$ cat src/pcm2dsd_consts.svh
`ifndef PCM2DSD_CONSTS_SVH
`define PCM2DSD_CONSTS_SVH

// bits per channel word, MSB first on the wire
`define PCM_SAMPLE_W     32

// bck cycles in one I2S frame, left word then right word
`define PCM_FRAME_SLOTS  64

// counts 0 to PCM_FRAME_SLOTS-1
`define SLOT_CNT_W       6

// control byte layout
`define CTRL_W           8
// high runs the capture and output path
`define CTRL_RUN_BIT     7
// high asks for DSD output, latched at the start of a run
`define CTRL_DSD_BIT     6

`endif

$ cat src/pcm2dsd_pkg.sv
`include "pcm2dsd_consts.svh"

package pcm2dsd_pkg;

    // decoded control byte
    typedef struct packed {
        // low stops both capture and output
        logic run;
        logic use_dsd;
    } ctrl_t;

    // one captured I2S frame, left word in the upper half
    typedef struct packed {
        logic [`PCM_SAMPLE_W-1:0] left;
        logic [`PCM_SAMPLE_W-1:0] right;
    } sample_pair_t;

    // one bck cycle of output line values
    typedef struct packed {
        // DSD clock, held low in PCM mode
        logic clk_line;
        // lrck in PCM mode, left DSD bit in DSD mode
        logic line_a;
        // serial data in PCM mode, right DSD bit in DSD mode
        logic line_b;
    } line_bits_t;

endpackage

$ cat src/frame_sequencer.sv
`timescale 1ns/1ns
`include "pcm2dsd_consts.svh"

module frame_sequencer (
    input  logic                      bck,
    input  logic                      reset_n,
    input  pcm2dsd_pkg::ctrl_t        ctrl_i,
    input  pcm2dsd_pkg::sample_pair_t pair_i,
    input  logic                      pair_valid_i,
    output pcm2dsd_pkg::line_bits_t   bits_o,
    output logic                      active_o
);

    import pcm2dsd_pkg::*;

    localparam int SLOT_W = `SLOT_CNT_W;
    localparam int BIT_W  = $clog2(`PCM_SAMPLE_W);
    localparam logic [SLOT_W-1:0] LAST_SLOT = SLOT_W'(`PCM_FRAME_SLOTS - 1);
    localparam logic [BIT_W-1:0]  LAST_BIT  = BIT_W'(`PCM_SAMPLE_W - 1);

    sample_pair_t      buf_q;
    logic [SLOT_W-1:0] slot_q;
    logic              active_q;
    logic              locked_q;
    logic              dsd_mode_q;
    logic [SLOT_W-1:0] pcm_idx;
    logic [BIT_W-1:0]  dsd_idx;

    // mode is taken from the first frame of a run and kept until run drops
    always_ff @(posedge bck or negedge reset_n) begin
        if (!reset_n) begin
            locked_q   <= 1'b0;
            dsd_mode_q <= 1'b0;
        end else if (!ctrl_i.run) begin
            locked_q   <= 1'b0;
            dsd_mode_q <= 1'b0;
        end else if (pair_valid_i && !locked_q) begin
            locked_q   <= 1'b1;
            dsd_mode_q <= ctrl_i.use_dsd;
        end
    end

    // a strobe in slot 63 restarts at slot 0 with no idle cycle
    always_ff @(posedge bck or negedge reset_n) begin
        if (!reset_n) begin
            active_q <= 1'b0;
            slot_q   <= '0;
        end else if (!ctrl_i.run) begin
            active_q <= 1'b0;
            slot_q   <= '0;
        end else if (pair_valid_i) begin
            active_q <= 1'b1;
            slot_q   <= '0;
        end else if (active_q) begin
            slot_q <= slot_q + 1'b1;
            if (slot_q == LAST_SLOT) begin
                active_q <= 1'b0;
            end
        end
    end

    always_ff @(posedge bck or negedge reset_n) begin
        if (!reset_n) begin
            buf_q <= '0;
        end else if (pair_valid_i) begin
            buf_q <= pair_i;
        end
    end

    // PCM sends left then right MSB first, DSD sends one bit per two slots
    assign pcm_idx = LAST_SLOT - slot_q;
    assign dsd_idx = LAST_BIT - slot_q[SLOT_W-1:1];

    always_comb begin
        if (dsd_mode_q) begin
            bits_o.clk_line = slot_q[0];
            bits_o.line_a   = buf_q.left[dsd_idx];
            bits_o.line_b   = buf_q.right[dsd_idx];
        end else begin
            bits_o.clk_line = 1'b0;
            bits_o.line_a   = slot_q[SLOT_W-1];
            bits_o.line_b   = buf_q[pcm_idx];
        end
    end

    assign active_o = active_q;

    // the capture side must stay frame-aligned with the output side
    assert property (@(posedge bck) disable iff (!reset_n)
        (pair_valid_i && active_o) |-> (slot_q == LAST_SLOT));

endmodule

$ cat src/i2s_frame_rx.sv
`timescale 1ns/1ns
`include "pcm2dsd_consts.svh"

module i2s_frame_rx (
    input  logic                      bck,
    input  logic                      reset_n,
    input  pcm2dsd_pkg::ctrl_t        ctrl_i,
    input  logic                      lrck_i,
    input  logic                      sdata_i,
    output pcm2dsd_pkg::sample_pair_t pair_o,
    output logic                      pair_valid_o
);

    localparam int SLOT_W = `SLOT_CNT_W;
    localparam logic [SLOT_W-1:0] LAST_LEFT = SLOT_W'(`PCM_SAMPLE_W - 1);
    localparam logic [SLOT_W-1:0] LAST_SLOT = SLOT_W'(`PCM_FRAME_SLOTS - 1);

    typedef enum logic {
        RX_IDLE,
        RX_WORK
    } rx_state_e;

    rx_state_e                state_q;
    logic [SLOT_W-1:0]        slot_q;
    logic                     lrck_q;
    logic                     lrck_q2;
    logic                     sdata_q;
    logic                     lrck_fall;
    logic                     capture_en;
    logic [`PCM_SAMPLE_W-1:0] shift_q;
    logic [`PCM_SAMPLE_W-1:0] shift_d;
    logic [`PCM_SAMPLE_W-1:0] left_q;

    // sdata is delayed along with lrck, so the bit sampled with the first
    // low lrck is the one shifted in when the fall is detected
    always_ff @(posedge bck or negedge reset_n) begin
        if (!reset_n) begin
            lrck_q  <= 1'b0;
            lrck_q2 <= 1'b0;
            sdata_q <= 1'b0;
        end else begin
            lrck_q  <= lrck_i;
            lrck_q2 <= lrck_q;
            sdata_q <= sdata_i;
        end
    end

    assign lrck_fall  = lrck_q2 & ~lrck_q;
    assign shift_d    = {shift_q[`PCM_SAMPLE_W-2:0], sdata_q};
    assign capture_en = ctrl_i.run && (state_q == RX_WORK);

    // sync once on the first left frame, then free-run every 64 slots
    always_ff @(posedge bck or negedge reset_n) begin
        if (!reset_n) begin
            state_q      <= RX_IDLE;
            slot_q       <= '0;
            pair_valid_o <= 1'b0;
        end else if (!ctrl_i.run) begin
            state_q      <= RX_IDLE;
            slot_q       <= '0;
            pair_valid_o <= 1'b0;
        end else begin
            pair_valid_o <= 1'b0;
            case (state_q)
                RX_IDLE: begin
                    // left MSB goes in on this edge
                    if (lrck_fall) begin
                        state_q <= RX_WORK;
                        slot_q  <= SLOT_W'(1);
                    end
                end
                RX_WORK: begin
                    slot_q       <= slot_q + 1'b1;
                    pair_valid_o <= (slot_q == LAST_SLOT);
                end
                default: state_q <= RX_IDLE;
            endcase
        end
    end

    always_ff @(posedge bck or negedge reset_n) begin
        if (!reset_n) begin
            shift_q <= '0;
            left_q  <= '0;
            pair_o  <= '0;
        end else begin
            shift_q <= shift_d;
            if (capture_en && slot_q == LAST_LEFT) begin
                left_q <= shift_d;
            end
            if (capture_en && slot_q == LAST_SLOT) begin
                pair_o <= '{left: left_q, right: shift_d};
            end
        end
    end

    // one strobe per frame, also across a stop and a new sync
    assert property (@(posedge bck) disable iff (!reset_n)
        pair_valid_o |=> !pair_valid_o [*(`PCM_FRAME_SLOTS - 1)]);

endmodule

$ cat src/line_driver.sv
`timescale 1ns/1ns

module line_driver (
    input  logic                    bck,
    input  logic                    reset_n,
    input  pcm2dsd_pkg::line_bits_t bits_i,
    input  logic                    active_i,
    output logic                    clk_line_o,
    output logic                    line_a_o,
    output logic                    line_b_o
);

    import pcm2dsd_pkg::*;

    line_bits_t lines_q;

    // pins come straight from flops, all low between frames
    always_ff @(posedge bck or negedge reset_n) begin
        if (!reset_n) begin
            lines_q <= '0;
        end else if (active_i) begin
            lines_q <= bits_i;
        end else begin
            lines_q <= '0;
        end
    end

    assign clk_line_o = lines_q.clk_line;
    assign line_a_o   = lines_q.line_a;
    assign line_b_o   = lines_q.line_b;

    // the DSD clock is high for one cycle at a time, also at frame ends and stops
    assert property (@(posedge bck) disable iff (!reset_n)
        clk_line_o |=> !clk_line_o);

endmodule

$ cat src/pcm2dsd_top.sv
`timescale 1ns/1ns
`include "pcm2dsd_consts.svh"

module pcm2dsd_top (
    input  logic              bck,
    input  logic              reset_n,
    input  logic [`CTRL_W-1:0] ctrl_i,
    input  logic              lrck_i,
    input  logic              sdata_i,
    output logic              clk_line_o,
    output logic              line_a_o,
    output logic              line_b_o
);

    import pcm2dsd_pkg::*;

    ctrl_t        ctrl;
    sample_pair_t pair;
    logic         pair_valid;
    line_bits_t   bits;
    logic         active;

    // only the run and dsd bits of the control byte are used
    assign ctrl.run     = ctrl_i[`CTRL_RUN_BIT];
    assign ctrl.use_dsd = ctrl_i[`CTRL_DSD_BIT];

    i2s_frame_rx u_i2s_frame_rx (
        .bck          (bck),
        .reset_n      (reset_n),
        .ctrl_i       (ctrl),
        .lrck_i       (lrck_i),
        .sdata_i      (sdata_i),
        .pair_o       (pair),
        .pair_valid_o (pair_valid)
    );

    frame_sequencer u_frame_sequencer (
        .bck          (bck),
        .reset_n      (reset_n),
        .ctrl_i       (ctrl),
        .pair_i       (pair),
        .pair_valid_i (pair_valid),
        .bits_o       (bits),
        .active_o     (active)
    );

    line_driver u_line_driver (
        .bck        (bck),
        .reset_n    (reset_n),
        .bits_i     (bits),
        .active_i   (active),
        .clk_line_o (clk_line_o),
        .line_a_o   (line_a_o),
        .line_b_o   (line_b_o)
    );

endmodule

$ cat config.mk
export PLATFORM = sky130hd
export DESIGN_NAME = pcm2dsd_top
export DESIGN_NICKNAME = d
export VERILOG_FILES = /design/src/pcm2dsd_pkg.sv /design/src/frame_sequencer.sv /design/src/i2s_frame_rx.sv /design/src/line_driver.sv /design/src/pcm2dsd_top.sv
export VERILOG_INCLUDE_DIRS = /design/src
export SDC_FILE = /design/constraint.sdc
export NUM_CORES = 1
export LEC_CHECK = 0
export ABC_AREA = 1
export BUFFER_PORTS_ARGS = -buffer_cell sky130_fd_sc_hd__buf_2
export CAP_MARGIN = 20
export CORE_MARGIN = 2
export CORE_UTILIZATION = 35
export CTS_BUF_LIST = sky130_fd_sc_hd__clkbuf_2
export CTS_CLUSTER_SIZE = 16
export DETAILED_ROUTE_END_ITERATION = 10
export PLACE_DENSITY_LB_ADDON = 0.25
export SETUP_SLACK_MARGIN = 0.2
export SLEW_MARGIN = 20
export SYNTH_ARGS = -nofsm -noshare
export SYNTH_HDL_FRONTEND = slang
export SYNTH_SLANG_ARGS = --single-unit
$ cat constraint.sdc
create_clock -name bck -period 2 [get_ports bck]
set_input_delay 0.1 -clock bck [delete_from_list [all_inputs] [get_ports bck]]
set_output_delay 0.1 -clock bck [all_outputs]
set_load 0.05 [all_outputs]
**Yosys cells after proc, flatten, opt, wreduce, memory -nomap -nowiden**

Cells that the tools add are included.

- Bitwise gates (word level): 3
- Add/sub/neg operators: 4
- Eq/ne operators: 6
- Magnitude comparators: 2
- Mux-type cells: 27
- Reduce and logical (&&, ||, !) cells: 5

Operators with widths:

| operator | number |
|---|---|
| 6-bit 2-to-1 mux | 5 |
| 1-bit 2-to-1 mux | 16 |
| 6-bit by 1-bit adder with 6-bit output (second input constant) | 2 |
| 6-bit equality test (second input constant) | 2 |
| 6-bit case mux with 2 select lines | 1 |
| 1-bit binary-select mux with 5-bit select | 2 |
| 6-bit by 7-bit < comparator with 1-bit output (second input constant) | 1 |
| 1-bit binary-select mux with 6-bit select | 1 |
| 6-bit by 5-bit equality test with 1-bit output (second input constant) | 1 |
| 5-bit by 6-bit < comparator with 1-bit output (second input constant) | 1 |
| 3-bit 2-to-1 mux | 2 |
| 6-bit subtractor (first input constant) | 1 |
| 5-bit subtractor (first input constant) | 1 |
| 1-bit logical AND | 4 |
| 3-bit by 1-bit inequality test with 1-bit output (second input constant) | 1 |
| 3-bit by 2-bit inequality test with 1-bit output (second input constant) | 1 |
| 2-bit by 1-bit inequality test with 1-bit output (second input constant) | 1 |
| 1-bit inverter | 2 |
| 1-bit AND | 1 |
| 1-bit zero test | 1 |

- Register bits: 214
- Input port bits: 12
- Output and inout port bits: 3

**Depth between registers and ports, before layout**

Gate-level depths: netlist of run 1.

- Word-level depth: 5
- Depth in mapped cells: 14

**Cells and area by module**

From an unflattened synthesis of run 1, not the netlist that was laid out.

- Cell total of the unflattened synthesis: 1080
- Area, all modules: 9153.8 um^2

Modules (own cells, without submodules):

| module | area each (um^2) | cells each | times used |
|---|---|---|---|
| i2s_frame_rx | 5013.6 | 502 | 1 |
| frame_sequencer | 4042.6 | 569 | 1 |
| line_driver | 97.6 | 9 | 1 |

**Worst setup path before layout of run 1**

OpenSTA, ideal clock, no wires.

- Kind: reg2reg
- Start: register u_i2s_frame_rx.slot_q[0]
- End: register u_i2s_frame_rx.pair_o[25] (netlist bit)
- Data required time: 1.879 ns
- Setup time: 0.121 ns
- Data arrival time: 1.377 ns
- Setup slack: 0.503 ns
- Cell stages (with the launch flop): 11
- Path through: dfrtp_1 > ha_1 > nand2_1 > nor2_2 > inv_2 > nor2_8 > nand3_4 > buf_6 > buf_6 > nand2_1 > o21ai_1

- Cells in the longest elaborated chain, start to end: 2

RTL lines:

| element | RTL line | source |
|---|---|---|
| start: declaration | i2s_frame_rx.sv:24 | `logic [SLOT_W-1:0] slot_q;` |
| start signal: assignment | i2s_frame_rx.sv:73 | `slot_q <= slot_q + 1'b1;` |
| 6-bit equality test | i2s_frame_rx.sv:91 | `if (capture_en && slot_q == LAST_SLOT) begin` |
| 1-bit logical AND | i2s_frame_rx.sv:91 |  |
| end signal: assignment | i2s_frame_rx.sv:92 | `pair_o <= '{left: left_q, right: shift_d};` |
| end: declaration | i2s_frame_rx.sv:10 | `output pcm2dsd_pkg::sample_pair_t pair_o,` |

No other way between the ends.
A chain may end at the register's enable or synchronous reset.

**Final worst setup path of run 1**

- Start: register u_i2s_frame_rx.slot_q[0]
- End: register u_i2s_frame_rx.pair_o[17] (netlist bit)

Same word-level chain as after synthesis.

==> run_results.csv, run 1 <==
group,metric,value,unit
logic_synthesis,yosysUniqueCellTypes,27,
logic_synthesis,yosysSeqAreaShare,0.596,
timing,fmax,0.600,GHz
clocking,numCtsBuffers,56,
setup_path,cpPeakStageDelay,0.42,ns
detailed_routing,drtPass1Iterations,6,
placement,place_area,0.00939,mm^2
placement,routabilityCongestion,0.817,
power_and_ir_drop,total_power,7.49,mW
logic_synthesis,avgSynthCellArea,8.80,um^2
setup_path,critPathLaunch,"u_i2s_frame_rx.slot_q[0]",
setup_path,cp_cell_sequence,"ha_1 -> nand2_1 -> nor2_2 -> inv_2 -> nor2_8 -> nand3_4 -> buf_12 -> nand2_1 -> o21ai_0",
power_and_ir_drop,p_clk_frac,0.391,
timing,fin_tns_setup,0,ns
layout,regArea,0.00536,mm^2
power_and_ir_drop,p_leak,5.05,nW
global_routing,track_usage,0.152,
layout,design_area,0.00999,mm^2
clocking,cts_setup_buffers,0,
detailed_routing,drc,0,
placement,hpwl,11800,um
die,initial_utilization,0.357,
setup_path,slowest_stage,"dfrtp_1",
logic_synthesis,synth.top_cells.by_area,"dfrtp_1 (60%), nand2_1 (15%), o21ai_0 (6.3%)",
setup_path,cp.depth,9,
setup_path,crit_top_cell,"nand2_1",
clocking,clock_sinks,214,
detailed_routing,viasPerCell,4.58,
setup_path,rrSetupSlack,0.33,ns
setup_path,crit_family,"simple AND/OR/NAND/NOR gates",
setup_path,end_kind,"flop",
setup_path,reg2reg_from,"u_i2s_frame_rx.slot_q[0]",
timing,timing.final.crit_period,1.67,ns
die,die_w,164,um
layout,nets,1076,
power_and_ir_drop,combPwrFrac,0.023,
power_and_ir_drop,vdd_drop_max,0.349,mV
timing,skew,0.0578,ns
placement,place_inst,1325,
detailed_routing,totalWireLength,18800,um
power_and_ir_drop,p_sw,1.88,mW
global_routing,overflow,0,
timing,worst_pin_slew,0.473,ns
clocking,clockBufferDepth,3,
timing,hold_violations,0,
power_and_ir_drop,swShare,0.252,
global_routing,grt_start_max_net_pins,78,
die,io_pins,15,
global_routing,grt_antenna_before_repair,1,
layout,layout.cells.non_filler,1430,
clocking,clock_tree.htree_level_count,2,
setup_path,regToRegEndpoint,"u_i2s_frame_rx.pair_o[17]",
placement,dp_slack,0.359,ns
placement,portBuffers,8,
die,row_count,58,
logic_synthesis,netlist_instances,1021,
logic_synthesis,synth-seq-cells,214,
setup_path,arrival,2.33,ns
setup_path,crit_type,"flop to flop",
worst_hold_path,hold_start,"ctrl_i[6]",
setup_path,cp.required,2.66,ns
setup_path,endpoint,"u_i2s_frame_rx.pair_o[17]",
power_and_ir_drop,pwr-share-seq,0.586,
clocking,clk_latency,0.82,ns
die,core_area,0.0252,mm^2
power_and_ir_drop,p_int,5.60,mW
timing,fin_crit_sh,0.834,
run_status,status,"complete, no violations",
clocking,cts_root_buffer,"clkbuf_2",
logic_synthesis,yosys_warnings,0,
die,die_h,164,um
setup_path,worst_setup_path_start_kind,"flop",
detailed_routing,via_count,6545,
timing,setup_viol,0,
worst_hold_path,hold_path_class,"primary input to flop",
logic_synthesis,synth_nets,1035,
layout,final_core_util,0.397,
flow_run,max_cap_violations,0,
layout,fillers,2605,
logic_synthesis,netlist_area,0.00898,mm^2
timing,holdWs,0.141,ns
timing,maxSlewHeadroom,0.685,
detailed_routing,drt.antenna.violating_nets,0,
logic_synthesis,yosysTopAreaCell,"dfrtp_1",
setup_path,r2r_cells,9,
logic_synthesis,netlist.area_leader.share,0.596,
layout,final_layout_size_suffix_gt1_frac,0.122,
clocking,tritoncts,"built",
timing,rsz0062_at_grt,"false",
power_and_ir_drop,p_per_area,749,mW/mm^2
timing,finalWorstSetupSlack,0.332,ns
clocking,path_clk_slew,0.09,ns
setup_path,cp_max_fo,61,
layout,mostFrequentLayoutCells,"nand2_1 (354), dfrtp_1 (211), o21ai_0 (112), inv_1 (111), clkbuf_2 (80)",
die,fp.dieArea,0.0270,mm^2
global_routing,grt_pass1_wl,33200,um
layout,final_common_cell,"nand2_1",
detailed_routing,wl_per_cell,13.2,um
detailed_routing,initialDrtViolationCount,441,
setup_path,worst-path-buf-inv,2,
global_routing,grt_pass1_vias,6673,
layout,multiInputGateArea,0.00289,mm^2
layout,syn_to_final_growth,11.2,%
timing,slew_violations,0,
## power by group through the flow
stage	clock network, mW	registers (mW)	logic, mW
2_1_floorplan	0	4.47	0.0404
3_3_place_gp	0	4.48	0.159
3_5_place_dp	0	4.48	0.159
4_1_cts	3.06	4.39	0.179
5_1_grt	3.29	4.40	0.202
6_report	2.93	4.39	0.169
## cells in the mapped netlist
| library cell | count |
|---|---|
| o211ai_1 | 29 |
| buf_4 | 6 |
| nor2_8 | 1 |
| o21a_1 | 1 |
| a31oi_1 | 2 |
| nor2_1 | 28 |
| buf_6 | 8 |
| nand2_1 | 354 |
| clkbuf_1 | 26 |
| nand3_1 | 62 |
| nand3_4 | 2 |
| o211ai_2 | 1 |
| o21ai_0 | 113 |
| a32o_1 | 1 |
| o21ai_1 | 18 |
| ha_1 | 2 |
| nor4_4 | 1 |
| dfrtp_1 | 214 |
| buf_2 | 15 |
| inv_1 | 112 |
| nor2_2 | 1 |
| o21ai_2 | 4 |
| o22ai_1 | 1 |
| nand4_1 | 1 |
| nor3_1 | 4 |
| inv_2 | 4 |
| a21oi_1 | 10 |
## metal layers
metal | vias up | routed length [um] | GRT usage
li1 | 3350 | - | -
met4 | 0 | 334 | 0.0526
met1 | 3080 | 9490 | 0.213
met5 | - | 0 | 0
met2 | 87 | 8400 | 0.233
met3 | 28 | 582 | 0.0341
## layout make-up
cell class / instances / area share
clock buffer: 80 / 0.0401
timing repair buffer: 38 / 0.0407
clock inverter: 15 / 0.00889
inverter: 116 / 0.0436
tap: 330 / 0.0413
sequential: 214 / 0.536
antenna: 1 / 0.000250
multi-input combinational: 636 / 0.289
## kinds of logic (layout without fill, tap and decap cells)
family	count (synthesis)	in the layout	share of synthesized area
AOI/OAI and AO/OA	180	180	0.112
adders and majority gates	2	2	0.00279
buffers and inverters	171	249	0.0827
DFF	214	214	0.596
other	0	1	0
and+or+nand+nor	454	454	0.206
## worst register-to-register path: stages, from the launching register on
cell     delay, ns
dfrtp_1       0.42
ha_1          0.19
nand2_1       0.09
nor2_2        0.13
inv_2         0.07
nor2_8        0.12
nand3_4       0.12
buf_12        0.21
nand2_1       0.14
o21ai_0       0.08
## how the worst min path moves through the flow
stage,to,cells after the start
floorplan,u_frame_sequencer.active_o,0
global placement,u_i2s_frame_rx.pair_o[52],1
detailed placement,u_frame_sequencer.buf_q[22],1
CTS,u_frame_sequencer.dsd_mode_q,4
global route,u_frame_sequencer.dsd_mode_q,4
finish,u_frame_sequencer.dsd_mode_q,4
## registers in the layout (all words and copies together) (netlist names), 6 cells and up
| register | cells |
|---|---|
| u_i2s_frame_rx.slot_q | 6 |
| u_i2s_frame_rx.pair_o | 64 |
| u_frame_sequencer.slot_q | 6 |
| u_i2s_frame_rx.shift_q | 31 |
| u_i2s_frame_rx.left_q | 32 |
| u_frame_sequencer.buf_q | 64 |
## what timing repair did
action | CTS | global route
hold endpoints to repair | 232 | 0
hold buffers | 9 | 0
endpoints found under the setup margin | 0 | 5
resized for setup | 0 | 5
(Power assumes the default switching activity.)
==> inputs of run 2 (changes only) <==
- ABC_AREA: 1 -> 0
- clock period: 2 -> 1.69 ns (I/O delays scaled with it)
==> run 2 against run 1 <==
The run now ends with negative setup slack left. Fmax down 15%. First-iteration DRC count fell by 35%. Sequential power up 19%. Die area down 2.0%. Clock power up 12%. Utilization increased by 8.0 points. Largest cell class unchanged.
==> run_results.csv, run 2 <==
group,metric,value,unit
logic_synthesis,netlist_instances,692,
power_and_ir_drop,swShare,0.258,
logic_synthesis,synth-main-ff-cell,"dfrtp_1",
clocking,clock_tree.htree_level_count,2,
timing,finalWorstSetupSlack,-0.273,ns
clocking,numCtsBuffers,53,
logic_synthesis,yosysSeqAreaShare,0.608,
detailed_routing,drc,0,
setup_path,crit_type,"flop to flop",
detailed_routing,drtPass1Iterations,4,
timing,holdWs,0.143,ns
detailed_routing,wl_per_cell,18.2,um
detailed_routing,totalWireLength,21600,um
layout,final_layout_size_suffix_gt1_frac,0.538,
die,die_w,163,um
logic_synthesis,netlist.area_leader.share,0.608,
power_and_ir_drop,combPwrFrac,0.022,
timing,fmax,0.510,GHz
setup_path,cp_max_fo,11,
clocking,path_clk_slew,0.13,ns
run_status,status,"complete, but fails checks",
timing,worst_pin_slew,0.538,ns
die,io_pins,15,
power_and_ir_drop,p_int,6.45,mW
die,initial_utilization,0.353,
setup_path,reg2reg_from,"u_frame_sequencer.slot_q[1]",
layout,syn_to_final_growth,35.2,%
logic_synthesis,async_flop_share,1.00,
power_and_ir_drop,pwr-share-seq,0.600,
detailed_routing,via_count,5866,
logic_synthesis,netlist_area,0.00880,mm^2
flow_run,max_cap_violations,0,
die,fp.dieArea,0.0264,mm^2
logic_synthesis,yosys_warnings,0,
setup_path,arrival,2.62,ns
timing,slew_violations,0,
setup_path,worst_setup_path_start_kind,"flop",
setup_path,r2r_cells,6,
die,core_area,0.0250,mm^2
clocking,tritoncts,"built",
placement,place_area,0.00975,mm^2
setup_path,rrSetupSlack,-0.27,ns
power_and_ir_drop,p_per_area,731,mW/mm^2
layout,largestRegisters,"u_frame_sequencer.buf_q: 64 flops, u_i2s_frame_rx.pair_o: 64 flops, u_i2s_frame_rx.left_q: 32 flops",
setup_path,endpoint,"u_line_driver.line_b_o",
power_and_ir_drop,p_sw,2.25,mW
power_and_ir_drop,vdd_drop_max,0.363,mV
layout,layout.cells.non_filler,1188,
placement,routabilityCongestion,0.873,
layout,regArea,0.00536,mm^2
layout,design_area,0.0119,mm^2
placement,dp_slack,-0.291,ns
logic_synthesis,synth_nets,706,
placement,portBuffers,8,
clocking,clockBufferDepth,3,
logic_synthesis,yosysUniqueCellTypes,42,
logic_synthesis,synth-seq-cells,214,
layout,nets,834,
clocking,clock_sinks,214,
placement,place_inst,1044,
setup_path,cp.required,2.35,ns
die,row_count,58,
layout,final_common_cell,"dfrtp_1",
timing,skew,0.0538,ns
worst_hold_path,hold_path_class,"primary input to flop",
clocking,cts_root_buffer,"clkbuf_2",
clocking,clk_latency,0.82,ns
placement,hpwl,11700,um
timing,hold_violations,0,
layout,mostFrequentLayoutCells,"dfrtp_1 (210), clkbuf_2 (78), nand2_1 (76), nand2_2 (76), mux2_2 (69)",
global_routing,grt_pass1_wl,34900,um
setup_path,end_kind,"flop",
logic_synthesis,synth_most_common_cell,"dfrtp_1",
timing,timing.final.crit_period,1.96,ns
detailed_routing,drt.antenna.violating_nets,0,
timing,maxSlewHeadroom,0.642,
run_status,failed_checks,"negative setup slack",
setup_path,regToRegEndpoint,"u_line_driver.line_b_o",
die,die_h,163,um
timing,rsz0062_at_grt,"true",
power_and_ir_drop,p_leak,6.01,nW
global_routing,overflow,0,
timing,fin_crit_sh,1.16,
layout,fillers,2206,
timing,setup_viol,6,
global_routing,grt_pass1_vias,6390,
global_routing,grt_antenna_before_repair,1,
layout,multiInputGateArea,0.00405,mm^2
logic_synthesis,synth.top_cells.by_area,"dfrtp_1 (61%), mux2_2 (13%), nand2_1 (8.9%)",
detailed_routing,initialDrtViolationCount,286,
timing,fin_tns_setup,-0.587,ns
detailed_routing,viasPerCell,4.94,
setup_path,critPathLaunch,"u_frame_sequencer.slot_q[1]",
logic_synthesis,synth_edf_count,0,
power_and_ir_drop,p_clk_frac,0.378,
logic_synthesis,avgSynthCellArea,12.7,um^2
global_routing,track_usage,0.169,
logic_synthesis,yosysTopAreaCell,"dfrtp_1",
logic_synthesis,yosys-top-cells-count,"dfrtp_1 (214), nand2_1 (209), mux2_2 (101), mux4_2 (25), clkbuf_1 (14)",
global_routing,grt_start_max_net_pins,65,
[run 2: cell count changes in the layout (fill, tap and decap cells not counted), moves of 28 or more]
cell,delta
buf_4,+31
inv_1,-110
mux2_2,+69
mux2_4,+33
nand2_1,-278
nand2_2,+76
nand2_4,+57
nand3_1,-58
o211ai_1,-28
o21ai_0,-106
[run 2: how the worst min path moves through the flow]
stage	startpoint	end	slack [ns]	depth (start not counted)
2_1_floorplan	reset_n	u_frame_sequencer.active_o	-0.21	0
3_3_place_gp	reset_n	u_i2s_frame_rx.left_q[5]	0.07	1
3_5_place_dp	reset_n	u_i2s_frame_rx.left_q[5]	0.08	1
4_1_cts	ctrl_i[6]	u_frame_sequencer.dsd_mode_q	0.04	4
5_1_grt	ctrl_i[6]	u_frame_sequencer.dsd_mode_q	0.05	4
6_report	ctrl_i[6]	u_frame_sequencer.dsd_mode_q	0.14	4
[run 2: layout make-up]
class	count	area share
diodes	1	0.000210
clock buffers	78	0.0328
clock inverters	14	0.00463
inverters	3	0.00158
multi-input cells	436	0.340
flip-flops and latches	214	0.451
well taps	330	0.0347
repair buffers	112	0.135
[run 2: kinds of logic (layout without fill, tap and decap cells)]
| logic type | Yosys count | after routing | share of synthesized area |
|---|---|---|---|
| and+or+nand+nor | 254 | 254 | 0.117 |
| AOI/OAI and AO/OA | 30 | 30 | 0.0227 |
| muxes | 144 | 144 | 0.220 |
| adders and majority gates | 2 | 2 | 0.00284 |
| DFF | 214 | 214 | 0.608 |
| xor gates and xnor gates | 6 | 6 | 0.00597 |
| other | 0 | 1 | 0 |
| buffers and inverters | 42 | 207 | 0.0237 |
[run 2: per-layer routing]
layer  wire length [um]  GRT usage  up-vias
li1                   -          -     2658
met5                  0          0        -
met1               9860      0.233     3060
met3                961     0.0379       33
met2              10300      0.264      115
met4                474     0.0603        0
[run 2: power by group through the flow]
stage	Sequential [mW]	Combinational, mW	Clock (mW)
after floorplan	5.29	0.0260	0
after global placement	5.30	0.173	0
after detailed placement	5.30	0.180	0
after CTS	5.21	0.196	3.41
after global routing	5.22	0.219	3.69
final	5.21	0.189	3.29
[run 2: worst max-delay path: stages, from the launching register on]
cell and delay, ns:
dfrtp_2 0.47, buf_4 0.24, mux4_1 0.57, mux2i_1 0.19
a21oi_1 0.09, o221ai_1 0.17, nor2_1 0.08
[run 2: stage by stage]
stage | util | power (mW)
after floorplan | - | 5.32
after global placement | 0.391 | 5.47
after detailed placement | 0.391 | 5.48
after CTS | 0.454 | 8.82
after global routing | 0.477 | 9.13
final | 0.477 | 8.69
[run 2: timing repair]
item,4_1_cts,5_1_grt
pin swaps,125,54
hold buffers,8,0
buffers inserted,19,5
gates cloned,17,2
gates resized for setup,129,124
setup endpoints to repair,83,106
hold endpoints to repair,232,0
